**config.mk**
```make
export PLATFORM = sky130hd
export DESIGN_NAME = core_glue
export DESIGN_NICKNAME = d
export VERILOG_FILES = /design/src/hdl/core_glue_pkg.sv /design/src/hdl/core_glue.sv /design/src/hdl/osd_menu_mask.sv /design/src/hdl/video_scaling.sv /design/src/hdl/tape_control.sv /design/src/hdl/sd_activity.sv /design/src/hdl/status_decode.sv
export SDC_FILE = /design/constraint.sdc
export NUM_CORES = 1
export LEC_CHECK = 0
export ABC_AREA = 1
export BUFFER_PORTS_ARGS = -buffer_cell sky130_fd_sc_hd__buf_2
export CORE_AREA = 5 5 161 163
export DETAILED_ROUTE_END_ITERATION = 8
export DIE_AREA = 0 0 166 168
export GPL_ROUTABILITY_DRIVEN = 0
export GPL_TIMING_DRIVEN = 0
export SETUP_SLACK_MARGIN = 0.3
export SLEW_MARGIN = 25
export SYNTH_ARGS = -nofsm -noshare
export SYNTH_HDL_FRONTEND = slang
export SYNTH_SLANG_ARGS = --single-unit
```
**constraint.sdc**
```tcl
create_clock -name clock_bus -period 4.47 [get_ports clock_bus]
set_clock_uncertainty 0.1 [all_clocks]
set_input_delay 0.6705 -clock clock_bus [delete_from_list [all_inputs] [get_ports clock_bus]]
set_output_delay 0.6705 -clock clock_bus [all_outputs]
set_load 0.02 [all_outputs]
```
**src/hdl/core_glue_pkg.sv**
```systemverilog
/* Constants shared by the core glue logic. Menu status bit positions,
   cartridge and error codes, counter widths and video sizes */
`default_nettype none

package core_glue_pkg;

   // ====================
   // Menu status word
   localparam int status_width   = 48;
   localparam int st_reset       = 0;
   localparam int st_ar_lo       = 1;
   localparam int st_scaler_lo   = 3;
   localparam int st_scale_lo    = 6;
   localparam int st_tape_rewind = 9;
   localparam int st_detach      = 10;
   localparam int st_reset_mount = 12;
   localparam int st_reset_osd   = 21;
   localparam int st_sram_save   = 38;
   localparam int st_sram_load   = 39;
   localparam int st_tape_adc    = 40;

   // ====================
   // Loader and cartridge codes

   // Slot A type that owns the SD card entry of the menu
   localparam logic [3:0] cart_type_mfrsd = 4'd9;
   localparam logic [5:0] cas_ioctl_index = 6'd5;
   localparam logic [7:0] err_none        = 8'd0;

   // ====================
   // SD activity light
   localparam int sd_act_width = 20;
   localparam logic [sd_act_width-1:0] sd_act_cycles = 20'd1000000;

   // Memory request address
   localparam int ddr_addr_width = 28;

   // ====================
   // Video output
   localparam logic [11:0] crop_216    = 12'd216;
   localparam logic [11:0] hdmi_full_w = 12'd1920;
   localparam logic [11:0] hdmi_full_h = 12'd1080;
   localparam logic [11:0] aspect_w    = 12'd4;
   localparam logic [11:0] aspect_h    = 12'd3;

endpackage

`default_nettype wire
```
**src/hdl/core_glue.sv**
```systemverilog
/* Top level of the core glue logic. Connects status decode, SD routing,
   cassette control, video scaling and the menu mask by name */
`timescale 1ns/1ps
`default_nettype none

module core_glue (
   input  logic                                     clock_bus,
   input  logic                                     rst,
   // Menu and resets
   input  logic [core_glue_pkg::status_width-1:0]   status,
   input  logic                                     upload_reset,
   input  logic                                     img_mounted_sd,
   input  logic                                     fdc_enable,
   output logic                                     core_hard_reset,
   output logic                                     core_reset,
   output logic                                     sram_save,
   output logic                                     sram_load,
   // SD card
   input  logic [63:0]                              img_size,
   input  logic                                     sd_sck_core,
   input  logic                                     sd_mosi_core,
   input  logic                                     sd_miso_pin,
   input  logic                                     vsd_miso,
   output logic                                     sd_miso_core,
   output logic                                     sd_cs,
   output logic                                     sd_sck,
   output logic                                     sd_mosi,
   output logic                                     led_user,
   output logic [1:0]                               led_disk,
   // Cassette
   input  logic                                     ioctl_download,
   input  logic [15:0]                              ioctl_index,
   input  logic                                     motor,
   input  logic                                     cas_dout,
   input  logic                                     tape_adc,
   input  logic                                     tape_adc_act,
   input  logic [core_glue_pkg::ddr_addr_width-1:0] ddr_addr_download,
   input  logic                                     ddr_rd_download,
   input  logic                                     ddr_request_download,
   input  logic [core_glue_pkg::ddr_addr_width-1:0] ddr_addr_cas,
   input  logic                                     ddr_rd_cas,
   output logic                                     tape_in,
   output logic                                     play,
   output logic                                     rewind,
   output logic                                     cas_enable,
   output logic [core_glue_pkg::ddr_addr_width-1:0] ddr_addr,
   output logic                                     ddr_rd,
   // Video
   input  logic                                     forced_scandoubler,
   input  logic [11:0]                              hdmi_width,
   input  logic [11:0]                              hdmi_height,
   output logic [1:0]                               vga_sl,
   output logic                                     scandoubler,
   output logic                                     hq2x,
   output logic [11:0]                              arx,
   output logic [11:0]                              ary,
   output logic [11:0]                              crop_size,
   output logic [2:0]                               scale,
   // Menu mask
   input  logic                                     ocm_mode,
   input  logic [3:0]                               cart_a_type,
   input  logic                                     rom_a_load_hide,
   input  logic                                     rom_b_load_hide,
   input  logic [5:0]                               fdd_present,
   input  logic [15:0]                              sram_size_0,
   input  logic [15:0]                              sram_size_1,
   input  logic [15:0]                              sram_size_2,
   input  logic [15:0]                              sram_size_3,
   input  logic [7:0]                               error_code,
   output logic [15:0]                              menu_mask,
   output logic [7:0]                               info,
   output logic                                     info_req
);

   // Decoded menu fields
   logic [1:0] aspect;
   logic [2:0] scaler_fx;
   logic [2:0] scale_mode;
   logic       tape_adc_sel;
   logic       rewind_req;

   // Ports share names with the nets above
   status_decode decode_0 (.*);

   sd_activity sd_0 (.*);

   tape_control tape_0 (.*);

   video_scaling video_0 (.*);

   osd_menu_mask menu_0 (.*);

endmodule

`default_nettype wire

```
**src/hdl/osd_menu_mask.sv**
```systemverilog
/* Menu-hide mask for the on-screen menu and the error info request */
`timescale 1ns/1ps
`default_nettype none

module osd_menu_mask (
   input  logic        ocm_mode,
   input  logic [3:0]  cart_a_type,
   input  logic        rom_a_load_hide,
   input  logic        rom_b_load_hide,
   input  logic [5:0]  fdd_present,
   input  logic [15:0] sram_size_0,
   input  logic [15:0] sram_size_1,
   input  logic [15:0] sram_size_2,
   input  logic [15:0] sram_size_3,
   input  logic        tape_adc_sel,
   input  logic [7:0]  error_code,
   output logic [15:0] menu_mask,
   output logic [7:0]  info,
   output logic        info_req
);
   import core_glue_pkg::*;

   // Wide enough that four sizes cannot wrap to zero
   logic [17:0] sram_total;

   assign sram_total = 18'(sram_size_0) + 18'(sram_size_1)
                     + 18'(sram_size_2) + 18'(sram_size_3);

   // ====================
   // Mask bits, a set bit hides the entry
   assign menu_mask[0]     = ocm_mode | (cart_a_type == cart_type_mfrsd);
   assign menu_mask[1]     = rom_a_load_hide | ocm_mode;
   assign menu_mask[2]     = rom_b_load_hide | ocm_mode;
   assign menu_mask[3]     = ocm_mode;
   assign menu_mask[9:4]   = fdd_present;
   assign menu_mask[10]    = (sram_total == 18'd0);
   assign menu_mask[11]    = tape_adc_sel;
   assign menu_mask[15:12] = 4'd0;

   assign info     = error_code;
   assign info_req = (error_code != err_none);

endmodule

`default_nettype wire

```
**src/hdl/video_scaling.sv**
```systemverilog
/* Video scaler settings. Aspect ratio, scanline level, scandoubler
   flags and the 216-line crop used on a 1920x1080 output */
`timescale 1ns/1ps
`default_nettype none

module video_scaling (
   input  logic        clock_bus,
   input  logic        rst,
   input  logic [1:0]  aspect,
   input  logic [2:0]  scaler_fx,
   input  logic [2:0]  scale_mode,
   input  logic        forced_scandoubler,
   input  logic [11:0] hdmi_width,
   input  logic [11:0] hdmi_height,
   output logic [1:0]  vga_sl,
   output logic        scandoubler,
   output logic        hq2x,
   output logic [11:0] arx,
   output logic [11:0] ary,
   output logic [11:0] crop_size,
   output logic [2:0]  scale
);
   import core_glue_pkg::*;

   logic       en216p;

   // Aspect 0 is the native 4:3, others select a custom ratio slot
   assign arx = (aspect == 2'd0) ? aspect_w : {10'd0, aspect - 2'd1};
   assign ary = (aspect == 2'd0) ? aspect_h : 12'd0;

   // Effect 1 is hq2x, 2 and up are scanline levels
   assign vga_sl      = (scaler_fx != 3'd0) ? scaler_fx[1:0] - 2'd1 : 2'd0;
   assign scandoubler = forced_scandoubler | (scaler_fx != 3'd0);
   assign hq2x        = (scaler_fx == 3'd1);
   assign scale       = scale_mode;

   always_ff @(posedge clock_bus) begin
      if (rst) begin
         en216p <= 1'b0;
      end else begin
         en216p <= (hdmi_width == hdmi_full_w) && (hdmi_height == hdmi_full_h)
                   && !scandoubler;
      end
   end

   assign crop_size = en216p ? crop_216 : 12'd0;

endmodule

`default_nettype wire

```
**src/hdl/tape_control.sv**
```systemverilog
/* Cassette control. Detects a finished cassette download, drives the
   play and rewind strobes and muxes the tape input and memory requests */
`timescale 1ns/1ps
`default_nettype none

module tape_control (
   input  logic                                     clock_bus,
   input  logic                                     rst,
   input  logic                                     core_reset,
   input  logic                                     rewind_req,
   input  logic                                     tape_adc_sel,
   input  logic                                     ioctl_download,
   input  logic [15:0]                              ioctl_index,
   input  logic                                     motor,
   input  logic                                     cas_dout,
   input  logic                                     tape_adc,
   input  logic                                     tape_adc_act,
   input  logic [core_glue_pkg::ddr_addr_width-1:0] ddr_addr_download,
   input  logic                                     ddr_rd_download,
   input  logic                                     ddr_request_download,
   input  logic [core_glue_pkg::ddr_addr_width-1:0] ddr_addr_cas,
   input  logic                                     ddr_rd_cas,
   output logic                                     tape_in,
   output logic                                     play,
   output logic                                     rewind,
   output logic                                     cas_enable,
   output logic [core_glue_pkg::ddr_addr_width-1:0] ddr_addr,
   output logic                                     ddr_rd
);
   import core_glue_pkg::*;

   logic cas_download;
   logic cas_download_q;
   logic cas_load;

   assign cas_download = ioctl_download & (ioctl_index[5:0] == cas_ioctl_index);

   // Cassette becomes playable once its download has ended
   always_ff @(posedge clock_bus) begin
      if (rst) begin
         cas_download_q <= 1'b0;
         cas_load       <= 1'b0;
      end else begin
         cas_download_q <= cas_download;
         if (cas_download_q & ~cas_download) begin
            cas_load <= 1'b1;
         end
      end
   end

   assign cas_enable = cas_load;
   // Motor line is active low
   assign play       = ~motor & cas_load;
   assign rewind     = rewind_req | cas_download | core_reset;
   assign tape_in    = tape_adc_sel ? (tape_adc & tape_adc_act) : cas_dout;

   // ROM download has priority over cassette playback
   assign ddr_addr = ddr_request_download ? ddr_addr_download : ddr_addr_cas;
   assign ddr_rd   = ddr_request_download ? ddr_rd_download : ddr_rd_cas;

endmodule

`default_nettype wire

```
**src/hdl/sd_activity.sv**
```systemverilog
/* SD card routing between the virtual image and the physical slot,
   plus the activity timer that lights the user and disk LEDs */
`timescale 1ns/1ps
`default_nettype none

module sd_activity (
   input  logic        clock_bus,
   input  logic        rst,
   input  logic        img_mounted_sd,
   input  logic [63:0] img_size,
   input  logic        sd_sck_core,
   input  logic        sd_mosi_core,
   input  logic        sd_miso_pin,
   input  logic        vsd_miso,
   output logic        sd_miso_core,
   output logic        sd_cs,
   output logic        sd_sck,
   output logic        sd_mosi,
   output logic        led_user,
   output logic [1:0]  led_disk
);
   import core_glue_pkg::*;

   logic                    vsd_sel;
   logic                    sd_act;
   logic [sd_act_width-1:0] act_timer;
   logic                    old_mosi;
   logic                    old_miso;
   logic                    pin_change;

   // A mounted image with data selects the virtual card
   always_ff @(posedge clock_bus) begin
      if (rst) begin
         vsd_sel <= 1'b0;
      end else if (img_mounted_sd) begin
         vsd_sel <= |img_size;
      end
   end

   // ====================
   // Pin routing
   assign sd_miso_core = vsd_sel ? vsd_miso : sd_miso_pin;
   assign sd_cs        = vsd_sel;
   assign sd_sck       = sd_sck_core & ~vsd_sel;
   assign sd_mosi      = sd_mosi_core & ~vsd_sel;

   // ====================
   // Activity timer
   always_ff @(posedge clock_bus) begin
      old_mosi <= sd_mosi_core;
      old_miso <= sd_miso_core;
   end

   assign pin_change = (old_mosi ^ sd_mosi_core) | (old_miso ^ sd_miso_core);

   // Timer saturates at sd_act_cycles, light is on below that
   always_ff @(posedge clock_bus) begin
      if (rst) begin
         act_timer <= sd_act_cycles;
         sd_act    <= 1'b0;
      end else begin
         if (pin_change) begin
            act_timer <= '0;
         end else if (act_timer < sd_act_cycles) begin
            act_timer <= act_timer + 1'b1;
         end
         sd_act <= (act_timer < sd_act_cycles);
      end
   end

   assign led_user = vsd_sel & sd_act;
   assign led_disk = {1'b1, ~vsd_sel & sd_act};

endmodule

`default_nettype wire

```
**src/hdl/status_decode.sv**
```systemverilog
/* Splits the menu status word into its option fields and builds the
   hard reset and the core reset levels */
`timescale 1ns/1ps
`default_nettype none

module status_decode (
   input  logic                                   clock_bus,
   input  logic                                   rst,
   input  logic [core_glue_pkg::status_width-1:0] status,
   input  logic                                   upload_reset,
   input  logic                                   img_mounted_sd,
   input  logic                                   fdc_enable,
   output logic                                   core_hard_reset,
   output logic                                   core_reset,
   output logic [1:0]                             aspect,
   output logic [2:0]                             scaler_fx,
   output logic [2:0]                             scale_mode,
   output logic                                   tape_adc_sel,
   output logic                                   rewind_req,
   output logic                                   sram_save,
   output logic                                   sram_load
);
   import core_glue_pkg::*;

   logic mount_reset;

   // ====================
   // Option fields
   assign aspect       = status[st_ar_lo +: 2];
   assign scaler_fx    = status[st_scaler_lo +: 3];
   assign scale_mode   = status[st_scale_lo +: 3];
   assign tape_adc_sel = status[st_tape_adc];
   assign rewind_req   = status[st_tape_rewind];
   assign sram_save    = status[st_sram_save];
   assign sram_load    = status[st_sram_load];

   // ====================
   // Resets

   // Hard reset also wipes the loaded configuration
   assign core_hard_reset = rst | status[st_reset] | upload_reset;

   // Reset after mount only matters with the floppy controller present
   assign mount_reset = status[st_reset_mount] & img_mounted_sd & fdc_enable;

   assign core_reset = core_hard_reset
                     | status[st_detach]
                     | status[st_reset_osd]
                     | mount_reset;

endmodule

`default_nettype wire

```
==> impl_metrics.tcl, run 1 <==
set metrics [dict create \
    run_status "complete, but fails checks" \
    failed_checks "setup timing" \
    async_reset_ff_share_pct 0 \
    hold_violations 0 \
    crit_fanout 5 \
    crit_start "sram_size_0[0]" \
    htree_levels 1 \
    routed_via_density 4.08 \
    cp.required_ps 3700 \
    setup_viol 1 \
    antenna_found_initial 1 \
    wirelength_um 18700 \
    leakage_nw 4.23 \
    yosys.area.top_type "nand2_1" \
    synth.distinct_cells 42 \
    dieArea_mm2 0.0279 \
    row_count 57 \
    die_y_um 168 \
    synth-edff-count 0 \
    clock_latency_ps 270 \
    ctsHoldBuffers 0 \
    reg2reg_depth 9 \
    final_antenna_net_count 0 \
    grt_busiest_layer "met2" \
    avgSynthCellArea_um2 6.39 \
    ys_ff_latch 27 \
    power_mw 1.91 \
    ioPinCount 423 \
    layout.nets 1498 \
    rsz0062_at_grt "yes" \
    core-area_mm2 0.0242 \
    synth-simple-area-share_pct 30.6 \
    synth.top_cell.area_share_pct 12.5 \
    fmax_mhz 212 \
    wl_per_cell_um 12.8 \
    crit_path_end "menu_mask[10]" \
    crit-reg2reg-capture "sd_0.act_timer[16]$_SDFFE_PP1P_" \
    fillers 2604 \
    cts_tree "built" \
    yosys.area_share.xor_xnor_pct 5.25 \
    synth_top_family_by_area "simple AND/OR/NAND/NOR gates" \
    fp.dieW_um 166 \
    grt_usage_pct 12.0 \
    tightest_slew_ps 538 \
    cts_buffer_depth 2 \
    synthAdderAreaFrac_pct 16.0 \
    area_delta_synth_final_pct 60.2 \
    grt_max_degree 17 \
    hp-class "flip-flop to flip-flop" \
    synth_compound_area_share_pct 9.00 \
    finalCritPeriodShare_pct 105 \
    initial_utilization_pct 20.0 \
    cts.root.buffer_cell "clkbuf_16" \
    first_global_vias 5823 \
    drt-initial-drc-count 242 \
    cp-start-kind "primary input" \
    slew_violations 0 \
    setup.worst_path.end_class "output pin" \
    synthCells 757 \
    clk_pin_slew_ps 70 \
    r2r_start "sd_0.act_timer[0]$_SDFFE_PP0P_" \
    min_period_ps 4710 \
    ys_seq_area_share_pct 11.2 \
    max_slew_margin_pct 63.8 \
    peakVddDrop_mv 0.174 \
    r2r_slack_ps 2480 \
    diodes 0 \
    grt_use_met3_pct 2.30 \
    worstPathArrival_ps 3940 \
    syn_area_mm2 0.00484 \
    cts_num_sinks 27 \
    use_met2_pct 20.7 \
    drc 0 \
    setup_slack_ps -244 \
    gr-usage-met1_pct 15.7 \
    hold_depth 2 \
    powerDensity_mw_per_mm2 246 \
    yosys-top-cells-area "nand2_1, dfxtp_1, inv_1, buf_4, ha_1" \
    firstDrtPassIters 5 \
    drive_above_1_share_pct 47.0 \
    io_buffers 336 \
    vias 5952 \
    holdWs_ps 347 \
    overflow 0 \
    cap_violations 0 \
    grt_pass1_wl_um 28300 \
    cts_buffers 3 \
    yosysWarnings 0 \
    yosys_most_used_dff "dfxtp_1" \
    synth.area.mux_share_pct 6.75 \
    worst-setup-path-type "primary input to output pin" \
    post-dp-hpwl_um 16400 \
]
where the power goes:
part           switching [mW]  internal, mW  leakage, nW  total [mW]
logic                   0.823         0.616         3.97        1.44
registers              0.0101         0.251        0.222       0.261
clock network          0.0878         0.122       0.0371       0.210
synth_stat cells (2+ instances only):
cell type and instances:
nand2_1 161, inv_1 143, buf_4 59, nor2_1 57, nand3_1 44, a21oi_1 37
ha_1 33, mux2_2 29, dfxtp_1 27, nor4_1 21, fa_1 18, nand4_1 17
o21ai_0 16, xor2_1 16, nor3_1 14, xnor2_1 13, clkbuf_1 6, nand3b_1 5
o211ai_1 4, a21o_1 3, o21a_1 3, o21ai_1 3, o21bai_1 3, a21oi_2 2
and3_1 2, buf_2 2, conb_1 2, nor3b_1 2, or2_2 2
cells by family (layout without fill, tap and decap cells):
group,count (synthesis),in the layout
and+or+nand+nor,331,331
xor gates and xnor gates,29,29
other,2,32
buffers and inverters,212,560
adders and majority gates,51,51
DFF,27,27
muxes,29,29
AOI/OAI and AO/OA,76,76
final cells by class:
type / count / area [um^2] / area share, %
flip-flops and latches: 27 / 541 / 6.97
well taps: 324 / 405 / 5.23
multi-input cells: 548 / 3940 / 50.9
plain buffers: 67 / 475 / 6.13
clock buffers: 3 / 75.1 / 0.968
repair buffers: 344 / 1760 / 22.7
inverters: 145 / 546 / 7.04
clock inverters: 1 / 7.51 / 0.0968
worst max-delay path, stage by stage:
cell and delay, ps:
buf_6 70, ha_4 130, inv_2 30, fa_2 360, o21ai_4 210, a21oi_4 120, o21ai_4 200, a21oi_2 90
xor2_2 190, fa_1 530, inv_2 50, ha_4 320, nand2_4 90, nor2_4 110, and2_4 160, nand2_4 50
nand2_2 50, nand2_1 40, nand2_1 50, nand4_1 130, nor3_4 140, buf_6 140
placed cells by master, fill, tap and decap left out, types with 6 or more instances in the layout:
cell | synthesis | routed
a21oi_1 | 37 | 21
a21oi_2 | 2 | 13
buf_2 | 2 | 335
buf_4 | 59 | 67
clkbuf_1 | 6 | 6
conb_1 | 2 | 32
dfxtp_1 | 27 | 27
fa_1 | 18 | 17
ha_1 | 33 | 14
ha_4 | 0 | 17
inv_1 | 143 | 139
mux2_2 | 29 | 29
nand2_1 | 161 | 145
nand2_2 | 0 | 13
nand3_1 | 44 | 40
nand4_1 | 17 | 17
nor2_1 | 57 | 50
nor3_1 | 14 | 13
nor4_1 | 21 | 21
o21ai_0 | 16 | 11
xnor2_1 | 13 | 9
xor2_1 | 16 | 12
how the worst min path moves through the flow:
stage	startpoint	slack (ps)	endpoint
CTS	tape_0.cas_download_q$_SDFF_PP0_	350	tape_0.cas_enable$_SDFFE_PP0P_
floorplan	tape_0.cas_download_q$_SDFF_PP0_	320	tape_0.cas_enable$_SDFFE_PP0P_
global route	tape_0.cas_download_q$_SDFF_PP0_	380	tape_0.cas_enable$_SDFFE_PP0P_
global placement	tape_0.cas_download_q$_SDFF_PP0_	330	tape_0.cas_enable$_SDFFE_PP0P_
finish	tape_0.cas_download_q$_SDFF_PP0_	350	tape_0.cas_enable$_SDFFE_PP0P_
detailed placement	tape_0.cas_download_q$_SDFF_PP0_	340	tape_0.cas_enable$_SDFFE_PP0P_
state kept, by name (all words and copies together) (netlist names):
register	cells
tape_0.cas_download_q	1
video_0.en216p	1
tape_0.cas_enable	1
sd_0.act_timer	20
sd_0.sd_act	1
sd_0.sd_cs	1
sd_0.old_miso	1
sd_0.old_mosi	1
routing by layer:
layer,part of all wire [%],up-vias,routed length (um)
met4,1.2,0,216
met1,43,2608,8070
met2,49,245,9060
met5,0,-,0
met3,7.1,12,1320
li1,-,3087,-
what timing repair did:
action | CTS | global route
pin swaps | 33 | 40
gates resized for setup | 48 | 59
endpoints found under the setup margin | 1 | 1
buffers inserted | 5 | 3
cloned | 0 | 0
stage by stage:
stage	setup TNS (ps)	utilization (%)	area, um^2	setup WS, ps	instances
6_report	-244	32.1	7750	-244	1459
5_1_grt	-367	32.1	7750	-367	1459
4_1_cts	-256	30.8	7450	-256	1456
3_5_place_dp	-612	29.3	7080	-612	1447
3_3_place_gp	-594	29.3	7080	-594	1447
2_1_floorplan	0	-	4990	105	787
No activity file was read; power rests on OpenSTA's default activity.
==> run 2, diff against run 1 <==
--- a/config.mk
+++ b/config.mk
@@ -7,12 +7,13 @@
 export LEC_CHECK = 0
 export ABC_AREA = 1
 export BUFFER_PORTS_ARGS = -buffer_cell sky130_fd_sc_hd__buf_2
-export CORE_AREA = 5 5 161 163
+export CORE_AREA = 8 8 159 161
 export DETAILED_ROUTE_END_ITERATION = 8
-export DIE_AREA = 0 0 166 168
+export DIE_AREA = 0 0 167 169
 export GPL_ROUTABILITY_DRIVEN = 0
 export GPL_TIMING_DRIVEN = 0
 export SETUP_SLACK_MARGIN = 0.3
+export SKIP_CTS_REPAIR_TIMING = 1
 export SLEW_MARGIN = 25
 export SYNTH_ARGS = -nofsm -noshare
 export SYNTH_HDL_FRONTEND = slang
==> run 2 against run 1 <==
Against the previous run:
- global-route usage increased by 0.53 points
- cell count decreased by 2.1%
- hold slack got worse by 2.5 ps
- largest power group unchanged
- largest cell class unchanged
- sequential power about the same
- the flow still finishes with violations (setup timing)
- combinational power decreased by 8%
==> impl_metrics.tcl, run 2 (synthesis gave the netlist of run 1 again) <==
set metrics [dict create \
    run_status "complete, but fails checks" \
    failed_checks "setup timing" \
    drc 0 \
    final_cell_mix "buf_2, nand2_1, inv_1" \
    holdPathEnd "tape_0.cas_enable$_SDFFE_PP0P_" \
    rsz0062_at_grt "yes" \
    slew_violations 0 \
    final_cells 1428 \
    reg2reg_depth 9 \
    layout.nets 1501 \
    routed_via_density 4.26 \
    die_y_um 169 \
    min-delay-start "tape_0.cas_download_q$_SDFF_PP0_" \
    cts.root.buffer_cell "clkbuf_16" \
    tightest_slew_ps 598 \
    fmax_mhz 206 \
    ioPinCount 423 \
    drive_above_1_share_pct 44.7 \
    initial_utilization_pct 21.1 \
    worstPathArrival_ps 4090 \
    finalCritPeriodShare_pct 109 \
    cap_violations 0 \
    vias 6078 \
    peakVddDrop_mv 0.137 \
    min_period_ps 4860 \
    multiInputGateArea_mm2 0.00370 \
    r2r_slack_ps 2510 \
    clock_latency_ps 270 \
    place_inst 1413 \
    seqCellArea_um2 541 \
    cts_tree "built" \
    wirelength_um 19700 \
    io_buffers 336 \
    crit-reg2reg-capture "sd_0.act_timer[16]$_SDFFE_PP1P_" \
    pre_cts_ws_ps -660 \
    final_antenna_net_count 0 \
    post-dp-hpwl_um 17600 \
    row_count 56 \
    hold_violations 0 \
    antenna_found_initial 0 \
    largest_register_ffs 20 \
    cp-start-kind "primary input" \
    setup_viol 1 \
    cts_buffers 3 \
    dieArea_mm2 0.0282 \
    wl_per_cell_um 13.8 \
    grt_max_degree 17 \
    core-area_mm2 0.0229 \
    setup_slack_ps -391 \
    setup.worst_path.end_class "output pin" \
    powerDensity_mw_per_mm2 240 \
    final_common_cell "buf_2" \
    hold_depth 2 \
    leakage_nw 4.19 \
    diodes 0 \
    r2r_start "sd_0.act_timer[0]$_SDFFE_PP0P_" \
    cp.required_ps 3700 \
    grt_usage_pct 12.5 \
    max_slew_margin_pct 60.1 \
    overflow 0 \
    first_global_vias 6084 \
    area_delta_synth_final_pct 54.9 \
    crit_fanout 3 \
    htree_levels 1 \
    drt-initial-drc-count 259 \
    hp-class "flip-flop to flip-flop" \
    worst-setup-path-type "primary input to output pin" \
    fillers 2477 \
    grt_pass1_wl_um 29400 \
    firstDrtPassIters 5 \
    regMostFlops "sd_0.act_timer" \
    cts_num_sinks 27 \
    fp.dieW_um 167 \
    cts_buffer_depth 2 \
    clk_pin_slew_ps 70 \
]
[run 2: cell types whose count changed in the layout (fill, tap and decap cells not counted), moves of 3 or more]
cell | previous run | this run
nand3_2 | 4 | 1
nand2_1 | 145 | 157
nor2_1 | 50 | 54
ha_1 | 14 | 18
a21oi_2 | 13 | 17
nand2_2 | 13 | 3
a21oi_4 | 5 | 2
ha_2 | 2 | 8
buf_4 | 67 | 70
ha_4 | 17 | 7
nand3_1 | 40 | 43
[run 2: worst max-delay path, cell delays in order]
cell	delay [ps]
buf_6	80
ha_4	130
inv_2	40
fa_2	390
o21ai_4	240
a21oi_4	100
o21ai_2	210
a21oi_2	110
xor2_2	200
fa_1	540
inv_2	50
ha_4	290
nand2_4	70
o21bai_2	200
a21oi_2	90
buf_4	130
nand2_1	40
nand2_1	40
nand2_1	60
nand2_1	80
nor3_4	190
buf_6	140
[run 2: power by group]
part           switching [mW]  total, mW  internal [mW]
registers              0.0104      0.261          0.250
logic                   0.765       1.33          0.560
clock network          0.0901      0.212          0.122
[run 2: how the worst max path moves through the flow]
stage	from	end	slack [ps]	cells past startpoint
6_report	sram_size_1[0]	menu_mask[10]	-390	22
5_1_grt	sram_size_1[0]	menu_mask[10]	-570	22
3_5_place_dp	sram_size_0[0]	menu_mask[10]	-660	23
4_1_cts	sram_size_0[0]	menu_mask[10]	-670	23
2_1_floorplan	sram_size_0[0]	menu_mask[10]	110	19
3_3_place_gp	sram_size_0[0]	menu_mask[10]	-670	23
[run 2: metal layers]
layer	up-vias	part of all wire, %	GRT usage [%]
met5	-	0	0
met4	0	1.1	1.96
met3	21	8.2	3.52
met2	263	51	22.9
met1	2700	40	14.4
li1	3094	-	-
[run 2: area by class of cell]
class	count	share of cell area [%]
clock inverters	1	0.100
well taps	290	4.84
clock buffers	3	1.00
inverters	145	7.28
multi-input cells	548	49.4
flip-flops and latches	27	7.21
plain buffers	67	6.34
repair buffers	347	23.8
[run 2: through the flow]
stage	hold slack, ps	utilization (%)	instance area [um^2]	TNS [ps]	total power, mW
finish	345	32.7	7490	-391	1.80
detailed placement	335	30.7	7030	-660	1.44
global route	373	32.7	7490	-575	1.99
floorplan	320	-	4990	0	1.10
CTS	347	31.1	7120	-667	1.65
global placement	332	30.7	7030	-674	1.43
